<file path="src/common/mipsPkg.sv">
`default_nettype none

package mipsPkg;

  parameter int dataWidth = 32;
  parameter int regAddrWidth = 5;
  parameter int pcWidth = 8; // Byte address into the instruction port

  // Opcodes in instr[31:26]
  parameter logic [5:0] opRType = 6'b000000;
  parameter logic [5:0] opLw = 6'b100011;
  parameter logic [5:0] opSw = 6'b101011;
  parameter logic [5:0] opBeq = 6'b000100;
  parameter logic [5:0] opAddi = 6'b001000;

  // R-type function codes in instr[5:0]
  parameter logic [5:0] functAdd = 6'b100000;
  parameter logic [5:0] functSub = 6'b100010;
  parameter logic [5:0] functAnd = 6'b100100;
  parameter logic [5:0] functOr = 6'b100101;
  parameter logic [5:0] functSlt = 6'b101010;

  typedef enum logic [2:0] {
    aluAnd = 3'b000,
    aluOr  = 3'b001,
    aluAdd = 3'b010,
    aluSub = 3'b110,
    aluSlt = 3'b111
  } aluCtrlT;

  // Operand source in execute
  typedef enum logic [1:0] {
    fwdReg = 2'b00, // Value read in decode
    fwdWb  = 2'b01, // Result in writeback
    fwdMem = 2'b10  // ALU result in memory
  } fwdSelT;

endpackage

`default_nettype wire

</file>
<file path="src/verilog/hazardUnit.sv">
`timescale 1ns/100ps
`default_nettype none

module hazardUnit (
  input  logic [mipsPkg::regAddrWidth-1:0] rsD,
  input  logic [mipsPkg::regAddrWidth-1:0] rtD,
  input  logic [mipsPkg::regAddrWidth-1:0] rsE,
  input  logic [mipsPkg::regAddrWidth-1:0] rtE,
  input  logic                             memToRegE,
  input  logic [mipsPkg::regAddrWidth-1:0] writeRegM,
  input  logic                             regWriteM,
  input  logic [mipsPkg::regAddrWidth-1:0] writeRegW,
  input  logic                             regWriteW,
  input  logic                             branchTaken,
  output mipsPkg::fwdSelT                  forwardA,
  output mipsPkg::fwdSelT                  forwardB,
  output logic                             stall,
  output logic                             flushDecode,
  output logic                             flushExecute,
  output logic                             flushMemory
);

  // Memory stage holds the younger result, so it wins over writeback
  function automatic mipsPkg::fwdSelT fwdFrom(
    input logic [mipsPkg::regAddrWidth-1:0] srcReg,
    input logic [mipsPkg::regAddrWidth-1:0] regM,
    input logic                             enM,
    input logic [mipsPkg::regAddrWidth-1:0] regW,
    input logic                             enW
  );
    if (srcReg == '0) begin
      return mipsPkg::fwdReg;
    end else if (enM && srcReg == regM) begin
      return mipsPkg::fwdMem;
    end else if (enW && srcReg == regW) begin
      return mipsPkg::fwdWb;
    end
    return mipsPkg::fwdReg;
  endfunction

  assign forwardA = fwdFrom(rsE, writeRegM, regWriteM, writeRegW, regWriteW);
  assign forwardB = fwdFrom(rtE, writeRegM, regWriteM, writeRegW, regWriteW);

  // Load data only exists after memory, one bubble covers it
  assign stall = memToRegE && (rtE == rsD || rtE == rtD);

  assign flushDecode = branchTaken;
  assign flushExecute = stall | branchTaken;
  assign flushMemory = branchTaken;

endmodule

`default_nettype wire

</file>
<file path="config.mk">
export PLATFORM = sky130hd
export DESIGN_NAME = hazardUnit
export DESIGN_NICKNAME = d
export VERILOG_FILES = /design/src/common/mipsPkg.sv /design/src/verilog/hazardUnit.sv
export SDC_FILE = /design/constraint.sdc
export NUM_CORES = 1
export LEC_CHECK = 0
export BUFFER_PORTS_ARGS = -buffer_cell sky130_fd_sc_hd__buf_2
export CAP_MARGIN = 20
export CORE_AREA = 3 3 40 42
export DETAILED_ROUTE_END_ITERATION = 10
export DIE_AREA = 0 0 43 45
export PLACE_DENSITY = 0.81
export SLEW_MARGIN = 20
export SYNTH_ARGS = -nofsm -noshare
export SYNTH_HDL_FRONTEND = slang
export SYNTH_SLANG_ARGS = --single-unit
</file>
<file path="constraint.sdc">
create_clock -name vclk -period 1.2
set_input_delay 0.18 -clock vclk [all_inputs]
set_output_delay 0.18 -clock vclk [all_outputs]
set_load 0.01 [all_outputs]
</file>
==> results.toml <==
[run_status]
status = "finished with violations"
failed_checks = "setup timing"

[finish]
final_cell_mix = "buf_2, xnor2_1, buf_6, buf_4, xor2_1"
fillCellCount = 90
syn_to_final_growth_pct = 116
mostFrequentLayoutCell = "buf_2"
regArea_sq_um = 0
fin_cells = 124
diodes = 0
fin_nets = 145
layout-drive-gt1-share_pct = 67.9
final_design_area_no_fill_sq_um = 942
utilization_pct = 73.3
clockBufferCount = 0
n_sequential_cell = 0

[synthesis]
yosysWarnings = 0
yosysTopAreaCellShare_pct = 44.1
yosysTopAreaCell = "xnor2_1"
synthTopCellsByArea = "xnor2_1, xor2_1, buf_2"
synth_nets = 93
synthCells = 59
syn_area_per_cell_sq_um = 7.40
seq_area_frac_synth_pct = 0
ys_types = 16
syn_area_sq_um = 437

[power]
power_density_mw_per_mm2 = 348
p_total_uw = 328
ir_drop_mv = 0.184
leakagePower_uw = 0.000437

[place]
port_buffers = 42
dp.cells = 123
gp_congestion = 0.699
dp_hpwl_um = 1240
placed_area_sq_um = 757

[grt]
grt_pass1_wl_um = 2500
grt_use_total_pct = 16.7
antenna_found_initial = 0
gr-total-overflow = 0
grt_pass1_vias = 593
grt_max_degree = 6

[setup_path]
required_ns = 1.02
path_max_fanout = 3
startpoint_type = "input port"
arrival_ns = 1.24
crit_type = "input port to primary output"
worstSetupEndpointType = "primary output"

[detailed_routing]
vias = 582
routed_wl_um = 1540
ant_nets = 0
drtIter0Drc = 3
routed_via_density = 4.69
dr.pass1.iters = 2
wl_per_cell_um = 12.5
drc = 0

[worst_hold_path]
whs_endpoint = "flushDecode"
hold_path.class = "input port to primary output"
hold_depth = 2
hold_start = "branchTaken"

[sta]
setup_ws_ns = -0.215
fmax_mhz = 707
finalSetupViolations = 6
hold_violations = 0
whs_ns = 0.577
rsz0062_at_grt = "yes"
slew_violations = 0
min_period_over_period_pct = 118
maxSlewHeadroom_pct = 83.4
worst_pin_slew_ns = 0.248
fin_crit_ns = 1.42

[clock_network]
postCtsHoldBufs = 0

[floorplan]
die_w_um = 43
io_pins = 42
start_util_pct = 34.0
coreArea_sq_mm = 0.00128
die_height_um = 45
row_count = 13
die_area_sq_mm = 0.00194

[flow_run]
maxCapViolCount = 0
[critical path, stage by stage]
cell    delay [ns]
buf_8         0.10
or4_4         0.54
nor2_4        0.10
nor2_1        0.05
and4_1        0.13
buf_2         0.13
[metal layers]
metal  up-vias  wire length [um]  global-route usage, %
met5         -                 0                      0
li1        295                 -                      -
met3         0                63                      0
met2        16               984                   38.3
met4         0                 0                      0
met1       271               495                   17.5
[per-stage QoR]
step | worst slack [ns] | setup TNS [ns]
after global placement | -0.226 | -0.914
final | -0.215 | -0.773
after floorplan | -0.0138 | -0.0214
after global routing | -0.270 | -1.25
after CTS | -0.216 | -0.707
after detailed placement | -0.328 | -1.23
[logic make-up after synthesis]
group                     share of synthesized area, %
and+or+nand+nor                                   29.2
xor gates and xnor gates                          60.2
AOI/OAI and AO/OA                                 1.43
buffers and inverters                             9.17
[how the worst max path moves through the flow]
| stage | startpoint | endpoint | slack (ns) | depth (start not counted) |
|---|---|---|---|---|
| after floorplan | rtE[3] | forwardB[0] | -0.01 | 4 |
| after global placement | rsE[1] | forwardA[0] | -0.23 | 6 |
| after detailed placement | writeRegM[2] | forwardA[0] | -0.33 | 6 |
| after CTS | rsE[1] | forwardA[0] | -0.22 | 6 |
| after global routing | rtE[3] | forwardB[0] | -0.27 | 6 |
| final | rsE[1] | forwardA[0] | -0.22 | 6 |
[where the power goes]
group,total [uW],leakage [uW],switching (uW),internal [uW]
Clock,0,0,0,0
Combinational,328,0.000437,130,198
Sequential,0,0,0,0
Total,328,0.000437,130,198
[timing repair]
action                                  in CTS  in global routing
hold endpoints to repair                     0                  0
pin swaps                                   14                  7
endpoints found under the setup margin       6                  6
setup buffers                                0                  1
gates resized for setup                     34                  5
[final cells by class]
type	count	area (sq um)	share of cell area, %
multi-input cells	52	499	53.0
repair buffers	57	424	45.0
well taps	15	18.8	1.99
[Yosys cell counts (all sizes together)]
library cell	number
or4	2
o22ai	1
xor2	8
or2	1
buf	7
nand4	4
nor4b	1
nand2	3
xnor2	22
and4	1
nor4	2
nand3	2
nor2	5
Note: power is estimated with default switching activity, not from simulation.
