[src/common/mipsPkg.sv]
`default_nettype none

package mipsPkg;

  parameter int dataWidth = 32;
  parameter int regAddrWidth = 5;
  parameter int pcWidth = 8; // Byte address into the instruction port

  // Opcodes in instr[31:26]
  parameter logic [5:0] opRType = 6'b000000;
  parameter logic [5:0] opLw = 6'b100011;
  parameter logic [5:0] opSw = 6'b101011;
  parameter logic [5:0] opBeq = 6'b000100;
  parameter logic [5:0] opAddi = 6'b001000;

  // R-type function codes in instr[5:0]
  parameter logic [5:0] functAdd = 6'b100000;
  parameter logic [5:0] functSub = 6'b100010;
  parameter logic [5:0] functAnd = 6'b100100;
  parameter logic [5:0] functOr = 6'b100101;
  parameter logic [5:0] functSlt = 6'b101010;

  typedef enum logic [2:0] {
    aluAnd = 3'b000,
    aluOr  = 3'b001,
    aluAdd = 3'b010,
    aluSub = 3'b110,
    aluSlt = 3'b111
  } aluCtrlT;

  // Operand source in execute
  typedef enum logic [1:0] {
    fwdReg = 2'b00, // Value read in decode
    fwdWb  = 2'b01, // Result in writeback
    fwdMem = 2'b10  // ALU result in memory
  } fwdSelT;

endpackage

`default_nettype wire

[src/verilog/fetchStage.sv]
`timescale 1ns/100ps
`default_nettype none

module fetchStage (
  input  logic                          CLK,
  input  logic                          reset,
  input  logic                          stall,
  input  logic                          flushDecode,
  input  logic                          branchTaken,
  input  logic [mipsPkg::pcWidth-1:0]   branchTarget,
  input  logic [mipsPkg::dataWidth-1:0] instr,
  output logic [mipsPkg::pcWidth-1:0]   pcF,
  output logic [mipsPkg::dataWidth-1:0] instrD,
  output logic [mipsPkg::pcWidth-1:0]   pcPlus4D
);

  localparam logic [mipsPkg::pcWidth-1:0] pcStep = 4;

  logic [mipsPkg::pcWidth-1:0] pcPlus4F;

  assign pcPlus4F = pcF + pcStep;

  // A taken branch redirects even while decode is stalled
  always_ff @(posedge CLK or posedge reset) begin
    if (reset) begin
      pcF <= '0;
    end else if (branchTaken) begin
      pcF <= branchTarget;
    end else if (!stall) begin
      pcF <= pcPlus4F;
    end
  end

  always_ff @(posedge CLK or posedge reset) begin
    if (reset) begin
      instrD <= '0;
      pcPlus4D <= '0;
    end else if (flushDecode) begin
      instrD <= '0; // All-zero word decodes as a no-op
      pcPlus4D <= '0;
    end else if (!stall) begin
      instrD <= instr;
      pcPlus4D <= pcPlus4F;
    end
  end

endmodule

`default_nettype wire

[config.mk]
export PLATFORM = sky130hd
export DESIGN_NAME = fetchStage
export DESIGN_NICKNAME = d
export VERILOG_FILES = /design/src/common/mipsPkg.sv /design/src/verilog/fetchStage.sv
export SDC_FILE = /design/constraint.sdc
export NUM_CORES = 1
export LEC_CHECK = 0
export BUFFER_PORTS_ARGS = -buffer_cell sky130_fd_sc_hd__buf_2
export CORE_MARGIN = 2
export CORE_UTILIZATION = 50
export DETAILED_ROUTE_END_ITERATION = 16
export MAX_ROUTING_LAYER = met4
export PLACE_DENSITY = 0.84
export SYNTH_ARGS = -nofsm -noshare
export SYNTH_HDL_FRONTEND = slang
export SYNTH_SLANG_ARGS = --single-unit
[constraint.sdc]
create_clock -name CLK -period 2.5 [get_ports CLK]
set_input_delay 0.25 -clock CLK [delete_from_list [all_inputs] [get_ports CLK]]
set_output_delay 0.25 -clock CLK [all_outputs]
set_load 0.01 [all_outputs]
==> flow_summary_export.csv, run 1 <==
group,metric,value,unit
timing,hold_viol,0,
floorplan,ioPinCount,93,
logic_synthesis,yosys_warnings,0,
clock_tree,cts-root-buf,"clkbuf_8",
floorplan,coreArea,0.00394,mm²
logic_synthesis,synthMuxAreaShare,0.178,
logic_synthesis,syn_area,0.00203,mm²
min_path,holdCritPathClass,"in2reg",
logic_synthesis,ys_seq_area_frac,0.591,
final_layout,area_growth_syn_to_layout,30.6,%
critical_path,endpoint_kind,"register",
critical_path,worst-setup-path-type,"reg2reg",
final_layout,final_area,0.00266,mm²
final_layout,layout-drive-gt1-share,0.392,
logic_synthesis,synth_fa_ha_area_frac,0.00615,
global_routing,grt_pass1_wl,6.32,mm
clock_tree,clk_latency,0.30,ns
clock_tree,clock-sinks,48,
pwr,p_per_area,670,mW/mm²
logic_synthesis,synth-simple-area-share,0.119,
global_routing,grt_max_degree,41,
critical_path,cp_slowest_cell,"dfrtp_1",
timing,timing.final.ws_setup,1.15,ns
critical_path,worstPathCellList,"nand3_2 -> or3_1 -> a311oi_1",
logic_synthesis,ys_top_cells_by_area,"dfrtp_1, mux2i_1, nor2_1, xor2_1, nand2_1",
final_layout,fin_nets,314,
critical_path,crit_fanout,7,
global_routing,grt_overflow_total,0,
timing,tns,0,ns
route,dr.pass1.iters,4,
floorplan,design.die.area,0.00459,mm²
placed_design,finalWeightedCongestion,0.815,
placed_design,dpl_worst_slack,0.828,ns
logic_synthesis,syn_nets,223,
clock_tree,cts_tree,"done",
global_routing,gr-usage-all-layers,0.192,
logic_synthesis,synth_top_family_by_area,"multiplexers",
route,drt.antenna.violating_nets,0,
logic_synthesis,synth-compound-area-share,0.0443,
logic_synthesis,synth_area_per_cell,11.5,µm²
critical_path,crit_family,"simple AND/OR/NAND/NOR gates",
timing,worst_slew_pin_slew,0.710,ns
logic_synthesis,synth_xor_area_frac,0.0302,
critical_path,start_kind,"register",
placed_design,dp_hpwl,3.05,mm
placed_design,placed_cell_area,0.00252,mm²
timing,fin_skew,0.00563,ns
timing,fin_crit,1.35,ns
logic_synthesis,yosys.area.top_type,"dfrtp_1",
timing,timing.slew.headroom,0.527,
logic_synthesis,ys_types,26,
route,num_vias,1588,
timing,max_freq,0.741,GHz
global_routing,grt_pass1_vias,1378,
logic_synthesis,ys_ff_latch,48,
final_layout,n_antenna_cell,0,
final_layout,fillers,310,
critical_path,worstPathRequired,2.70,ns
placed_design,numPortBuffers,92,
floorplan,num_rows,23,
route,wire_per_inst,13.5,µm
run_status,status,"finished, final reports clean",
clock_tree,cts_hold_buf,1,
route,routed_wirelength,4.29,mm
route,drc_errors,0,
job,maxCapViolCount,0,
critical_path,path_buf_inv,0,
timing,rsz0062_at_grt,"no",
clock_tree,clk_pin_slew_worst_paths,0.08,ns
route,viasPerCell,4.99,
clock_tree,post_cts_buffers,0,
global_routing,grt_antenna_before_repair,0,
pwr,p_leak,1.48,nW
floorplan,die_h,67.8,µm
logic_synthesis,synth_top_area_frac,0.591,
critical_path,cp.arrival,1.55,ns
clock_tree,cts_buffer_depth,2,
timing,slew_violations,0,
timing,finalCritPeriodShare,0.540,
floorplan,initial_core_util,0.516,
clock_tree,cts_resized,0,
critical_path,slowest_delay,0.49,ns
pwr,irDropWorstVdd,0.445,mV
timing,finalSetupViolCount,0,
logic_synthesis,syn_inst,177,
route,drt-initial-drc-count,59,
clock_tree,htreeDepth,2,
clock_tree,cts_made_buffers,5,
floorplan,die_w,67.8,µm
power breakdown:
part	internal (mW)	total (mW)	switching [mW]	leakage (nW)
Sequential	0.829	0.871	0.0412	0.625
Clock	0.393	0.642	0.248	0.0642
Combinational	0.124	0.266	0.142	0.794
Total	1.35	1.78	0.431	1.48
routing by layer:
metal / track usage / wire [µm]
met1: 0.229 / 1780
met5: - / 0
met3: 0.0467 / 253
met4: 0.0675 / 65
met2: 0.320 / 2190
registers in the layout, summed over array words and instances (netlist names):
| register | count |
|---|---|
| pcPlus4D | 8 |
| instrD | 32 |
| pcF | 8 |
synthesized netlist by cell type (all sizes together):
| master | number |
|---|---|
| a311oi | 1 |
| xor2 | 6 |
| xnor2 | 1 |
| dfrtp | 48 |
| ha | 1 |
| o21a | 1 |
| a211oi | 2 |
| mux2i | 34 |
| nor2b | 2 |
| nand4b | 2 |
| nand2 | 8 |
| inv | 2 |
| o21ai | 6 |
| nand3 | 2 |
| clkbuf | 5 |
| nand2b | 1 |
| nor3 | 1 |
| or3 | 1 |
| a21oi | 4 |
| mux2 | 2 |
| buf | 6 |
| o31a | 1 |
| nor2 | 40 |
final timing paths:
check,startpoint,endpoint,slack (ns),depth (start not counted)
max,pcF[4]$_DFFE_PP0P_,pcPlus4D[7]$_DFFE_PP0P_,1.15,3
min,branchTarget[5],pcF[5]$_DFFE_PP0P_,0.16,3
max reg2reg,pcF[4]$_DFFE_PP0P_,pcPlus4D[7]$_DFFE_PP0P_,1.15,3
min reg2reg,pcPlus4D[2]$_DFFE_PP0P_,pcPlus4D[2]$_DFFE_PP0P_,0.52,2
max in group asynchronous,reset,instrD[27]$_DFFE_PP0P_,1.29,4
min in group asynchronous,reset,instrD[6]$_DFFE_PP0P_,0.46,3
through the flow:
stage	util	hold slack [ns]	total power, mW	cells
5_1_grt	0.673	0.164	1.86	318
2_1_floorplan	-	0.367	1.04	177
4_1_cts	0.673	0.148	1.80	318
3_5_place_dp	0.638	0.239	1.16	310
3_3_place_gp	0.638	0.235	1.15	310
6_report	0.673	0.157	1.78	318
cell type report:
class | count | area (µm²) | area share
Clock buffer | 5 | 68.8 | 0.0259
Multi-Input combinational cell | 116 | 769 | 0.290
Sequential cell | 48 | 1200 | 0.452
Inverter | 2 | 7.51 | 0.00283
Tap cell | 50 | 62.6 | 0.0236
Timing Repair Buffer | 95 | 485 | 0.183
Clock inverter | 2 | 60.1 | 0.0226
layout by cell type (no fill, tap or decap):
master         netlist  layout
xnor2_1              1       1
nand2b_1             1       1
a211oi_1             2       2
o31a_1               1       1
buf_2                5      92
nand3_2              1       1
nand2_1              8       8
or3_1                1       1
dlygate4sd3_1        0       1
dfrtp_1             48      48
buf_4                0       2
o21ai_0              5       5
inv_2                0       1
mux2i_1             34      34
nand3_1              1       1
inv_1                2       1
o21a_1               1       1
mux2_2               2       2
bufinv_16            0       2
nor3_1               1       1
nand4b_1             2       2
a21oi_1              4       4
nor2b_1              2       2
o21ai_1              1       1
ha_1                 1       1
a311oi_1             1       1
xor2_1               6       6
nor2_1              40      40
clkbuf_8             0       5
kinds of logic after synthesis:
group,count (synthesis)
AND/OR/NAND/NOR,57
flip-flops,48
multiplexers,36
AO/OA/AOI/OAI,15
buffers and inverters,13
XOR/XNOR,7
adder cells (fa/ha/maj),1
tightest hold or removal path, cell delays in order:
cell and delay (ns):
buf_2 0.07, nand2_1 0.04, o21ai_0 0.05
Power figures use the tool's default switching activity.
==> inputs of run 2 (changes only) <==
--- a/config.mk
+++ b/config.mk
@@ -7,10 +7,10 @@
 export LEC_CHECK = 0
 export BUFFER_PORTS_ARGS = -buffer_cell sky130_fd_sc_hd__buf_2
 export CORE_MARGIN = 2
-export CORE_UTILIZATION = 50
+export CORE_UTILIZATION = 46
 export DETAILED_ROUTE_END_ITERATION = 16
 export MAX_ROUTING_LAYER = met4
-export PLACE_DENSITY = 0.84
+export PLACE_DENSITY = 0.78
 export SYNTH_ARGS = -nofsm -noshare
 export SYNTH_HDL_FRONTEND = slang
 export SYNTH_SLANG_ARGS = --single-unit
==> constraint.sdc (replaced) <==
create_clock -name CLK -period 1.3 [get_ports CLK]
set_input_delay 0.13 -clock CLK [delete_from_list [all_inputs] [get_ports CLK]]
set_output_delay 0.13 -clock CLK [all_outputs]
set_load 0.01 [all_outputs]
==> run 2 against run 1 <==
Critical path type unchanged. Total power is 75% higher. Critical path depth increased by 1. Die area grew 8.2%. Core utilization fell by 4.2 points.
==> flow_summary_export.csv, run 2 (same netlist as run 1, synthesis figures left out) <==
group,metric,value,unit
final_layout,finalNonFillerCells,331,
clock_tree,clock-sinks,48,
clock_tree,htreeDepth,2,
final_layout,n_antenna_cell,0,
timing,max_freq,0.838,GHz
pwr,p_int,2.30,mW
critical_path,worstPathCellList,"ha_2 -> nor2b_1 -> xnor2_1 -> o21ai_0",
global_routing,grt_max_degree,33,
timing,fin_skew,0.00277,ns
clock_tree,clk_latency,0.29,ns
critical_path,slowest_delay,0.42,ns
final_layout,largest_register,"instrD",
final_layout,final_cell_mix,"buf_2, dfrtp_1, nor2_1, mux2i_1, buf_4",
clock_tree,cts_made_buffers,5,
route,routed_wirelength,4.26,mm
timing,slew_violations,0,
pwr,switchingPower,806,µW
route,num_vias,1599,
critical_path,cp.arrival,1.35,ns
critical_path,cp_slowest_cell,"dfrtp_1",
final_layout,area_growth_syn_to_layout,33.3,%
timing,rsz0062_at_grt,"no",
pwr,p_leak,1.51,nW
clock_tree,cts_tree,"done",
placed_design,dp_hpwl,3.24,mm
timing,worst_slew_pin_slew,0.383,ns
pwr,swShare,0.259,
global_routing,grt_pass1_wl,7.10,mm
placed_design,dpl_worst_slack,0.0638,ns
timing,timing.slew.headroom,0.744,
floorplan,coreArea,0.00429,mm²
pwr,seqPwrFrac,0.535,
critical_path,worst-setup-path-type,"reg2reg",
global_routing,grt_antenna_before_repair,0,
job,maxCapViolCount,0,
final_layout,final_common_cell,"buf_2",
critical_path,start_kind,"register",
timing,finalSetupViolCount,0,
critical_path,endpoint_kind,"register",
critical_path,worstPathRequired,1.46,ns
placed_design,numPortBuffers,92,
final_layout,layout-drive-gt1-share,0.416,
final_layout,largest_register_ffs,32,
floorplan,die_h,70.5,µm
timing,holdWs,0.0521,ns
timing,hold_viol,0,
final_layout,reg.largest.list,"instrD (32), pcF (8), pcPlus4D (8)",
timing,timing.final.ws_setup,0.106,ns
pwr,finalPower,3.11,mW
pwr,irDropWorstVdd,0.620,mV
clock_tree,cts-root-buf,"clkbuf_8",
timing,tns,0,ns
run_status,status,"finished, final reports clean",
floorplan,initial_core_util,0.473,
floorplan,design.die.area,0.00497,mm²
floorplan,ioPinCount,93,
final_layout,fin_nets,324,
route,viasPerCell,4.83,
clock_tree,clk_pin_slew_worst_paths,0.08,ns
clock_tree,cts_buffer_depth,2,
placed_design,finalWeightedCongestion,0.847,
route,drc_errors,0,
route,drt.antenna.violating_nets,0,
timing,finalCritPeriodShare,0.918,
pwr,p_clk_frac,0.282,
global_routing,gr-usage-all-layers,0.187,
global_routing,grt_pass1_vias,1573,
route,drt-initial-drc-count,50,
floorplan,die_w,70.5,µm
placed_design,dpl.cell_count,321,
route,dr.pass1.iters,4,
route,wire_per_inst,12.9,µm
timing,fin_crit,1.19,ns
pwr,p_per_area,1150,mW/mm²
global_routing,grt_overflow_total,0,
min_path,holdCritPathClass,"in2reg",
floorplan,num_rows,24,
critical_path,crit_fanout,5,
pwr,power_frac_comb,0.183,
-- run 2: path summary, 6_finish.rpt --
path                            depth (start not counted)                endpoint                   start  slack, ns
worst max-delay path                                    4      pcF[4]$_DFFE_PP0P_      pcF[3]$_DFFE_PP0P_       0.11
worst min-delay path                                    3      pcF[5]$_DFFE_PP0P_         branchTarget[5]       0.05
worst max register to register                          4      pcF[4]$_DFFE_PP0P_      pcF[3]$_DFFE_PP0P_       0.11
worst min register to register                          2  instrD[22]$_DFFE_PP0P_  instrD[22]$_DFFE_PP0P_       0.52
max in group asynchronous                               4      pcF[4]$_DFFE_PP0P_                   reset       0.43
min in group asynchronous                               3   instrD[3]$_DFFE_PP0P_                   reset       0.36
-- run 2: layer usage --
metal / up-vias / global-route usage / wire length (µm)
li1: 787 / - / -
met1: 753 / 0.218 / 1750
met2: 54 / 0.314 / 2160
met3: 5 / 0.0418 / 288
met4: 0 / 0.0705 / 58
met5: - / - / 0
-- run 2: power by group through the flow --
stage | Sequential [mW] | Combinational (mW) | Clock [mW]
floorplan | 1.74 | 0.261 | 0
global placement | 1.69 | 0.557 | 0
detailed placement | 1.69 | 0.570 | 0
CTS | 1.66 | 0.573 | 0.905
global route | 1.68 | 0.635 | 0.956
finish | 1.66 | 0.570 | 0.877
-- run 2: what timing repair did --
action / CTS / global route
hold endpoints to repair: 16 / 0
setup buffers: 0 / 1
setup endpoints to repair: 0 / 4
hold buffers: 1 / 0
resized for setup: 0 / 3
-- run 2: stage by stage --
step,util,area [µm²]
detailed placement,0.605,2600
finish,0.631,2710
floorplan,-,2030
global route,0.631,2710
CTS,0.628,2700
global placement,0.605,2600
-- run 2: final cells by class --
cell class / instances / area (µm²)
clock buffer: 8 / 90.1
sequential: 48 / 1200
timing repair buffer: 105 / 573
tap: 52 / 65.1
multi-input combinational: 116 / 772
fill: 361 / 1580
inverter: 2 / 7.51
-- run 2: worst max-delay path: cells and delay by family (launching register included) --
| family | cells | cell delay, ns |
|---|---|---|
| AOI/OAI and AO/OA | 1 | 0.10 |
| xor gates and xnor gates | 1 | 0.14 |
| adders and majority gates | 1 | 0.24 |
| DFF | 1 | 0.42 |
| and+or+nand+nor | 1 | 0.17 |
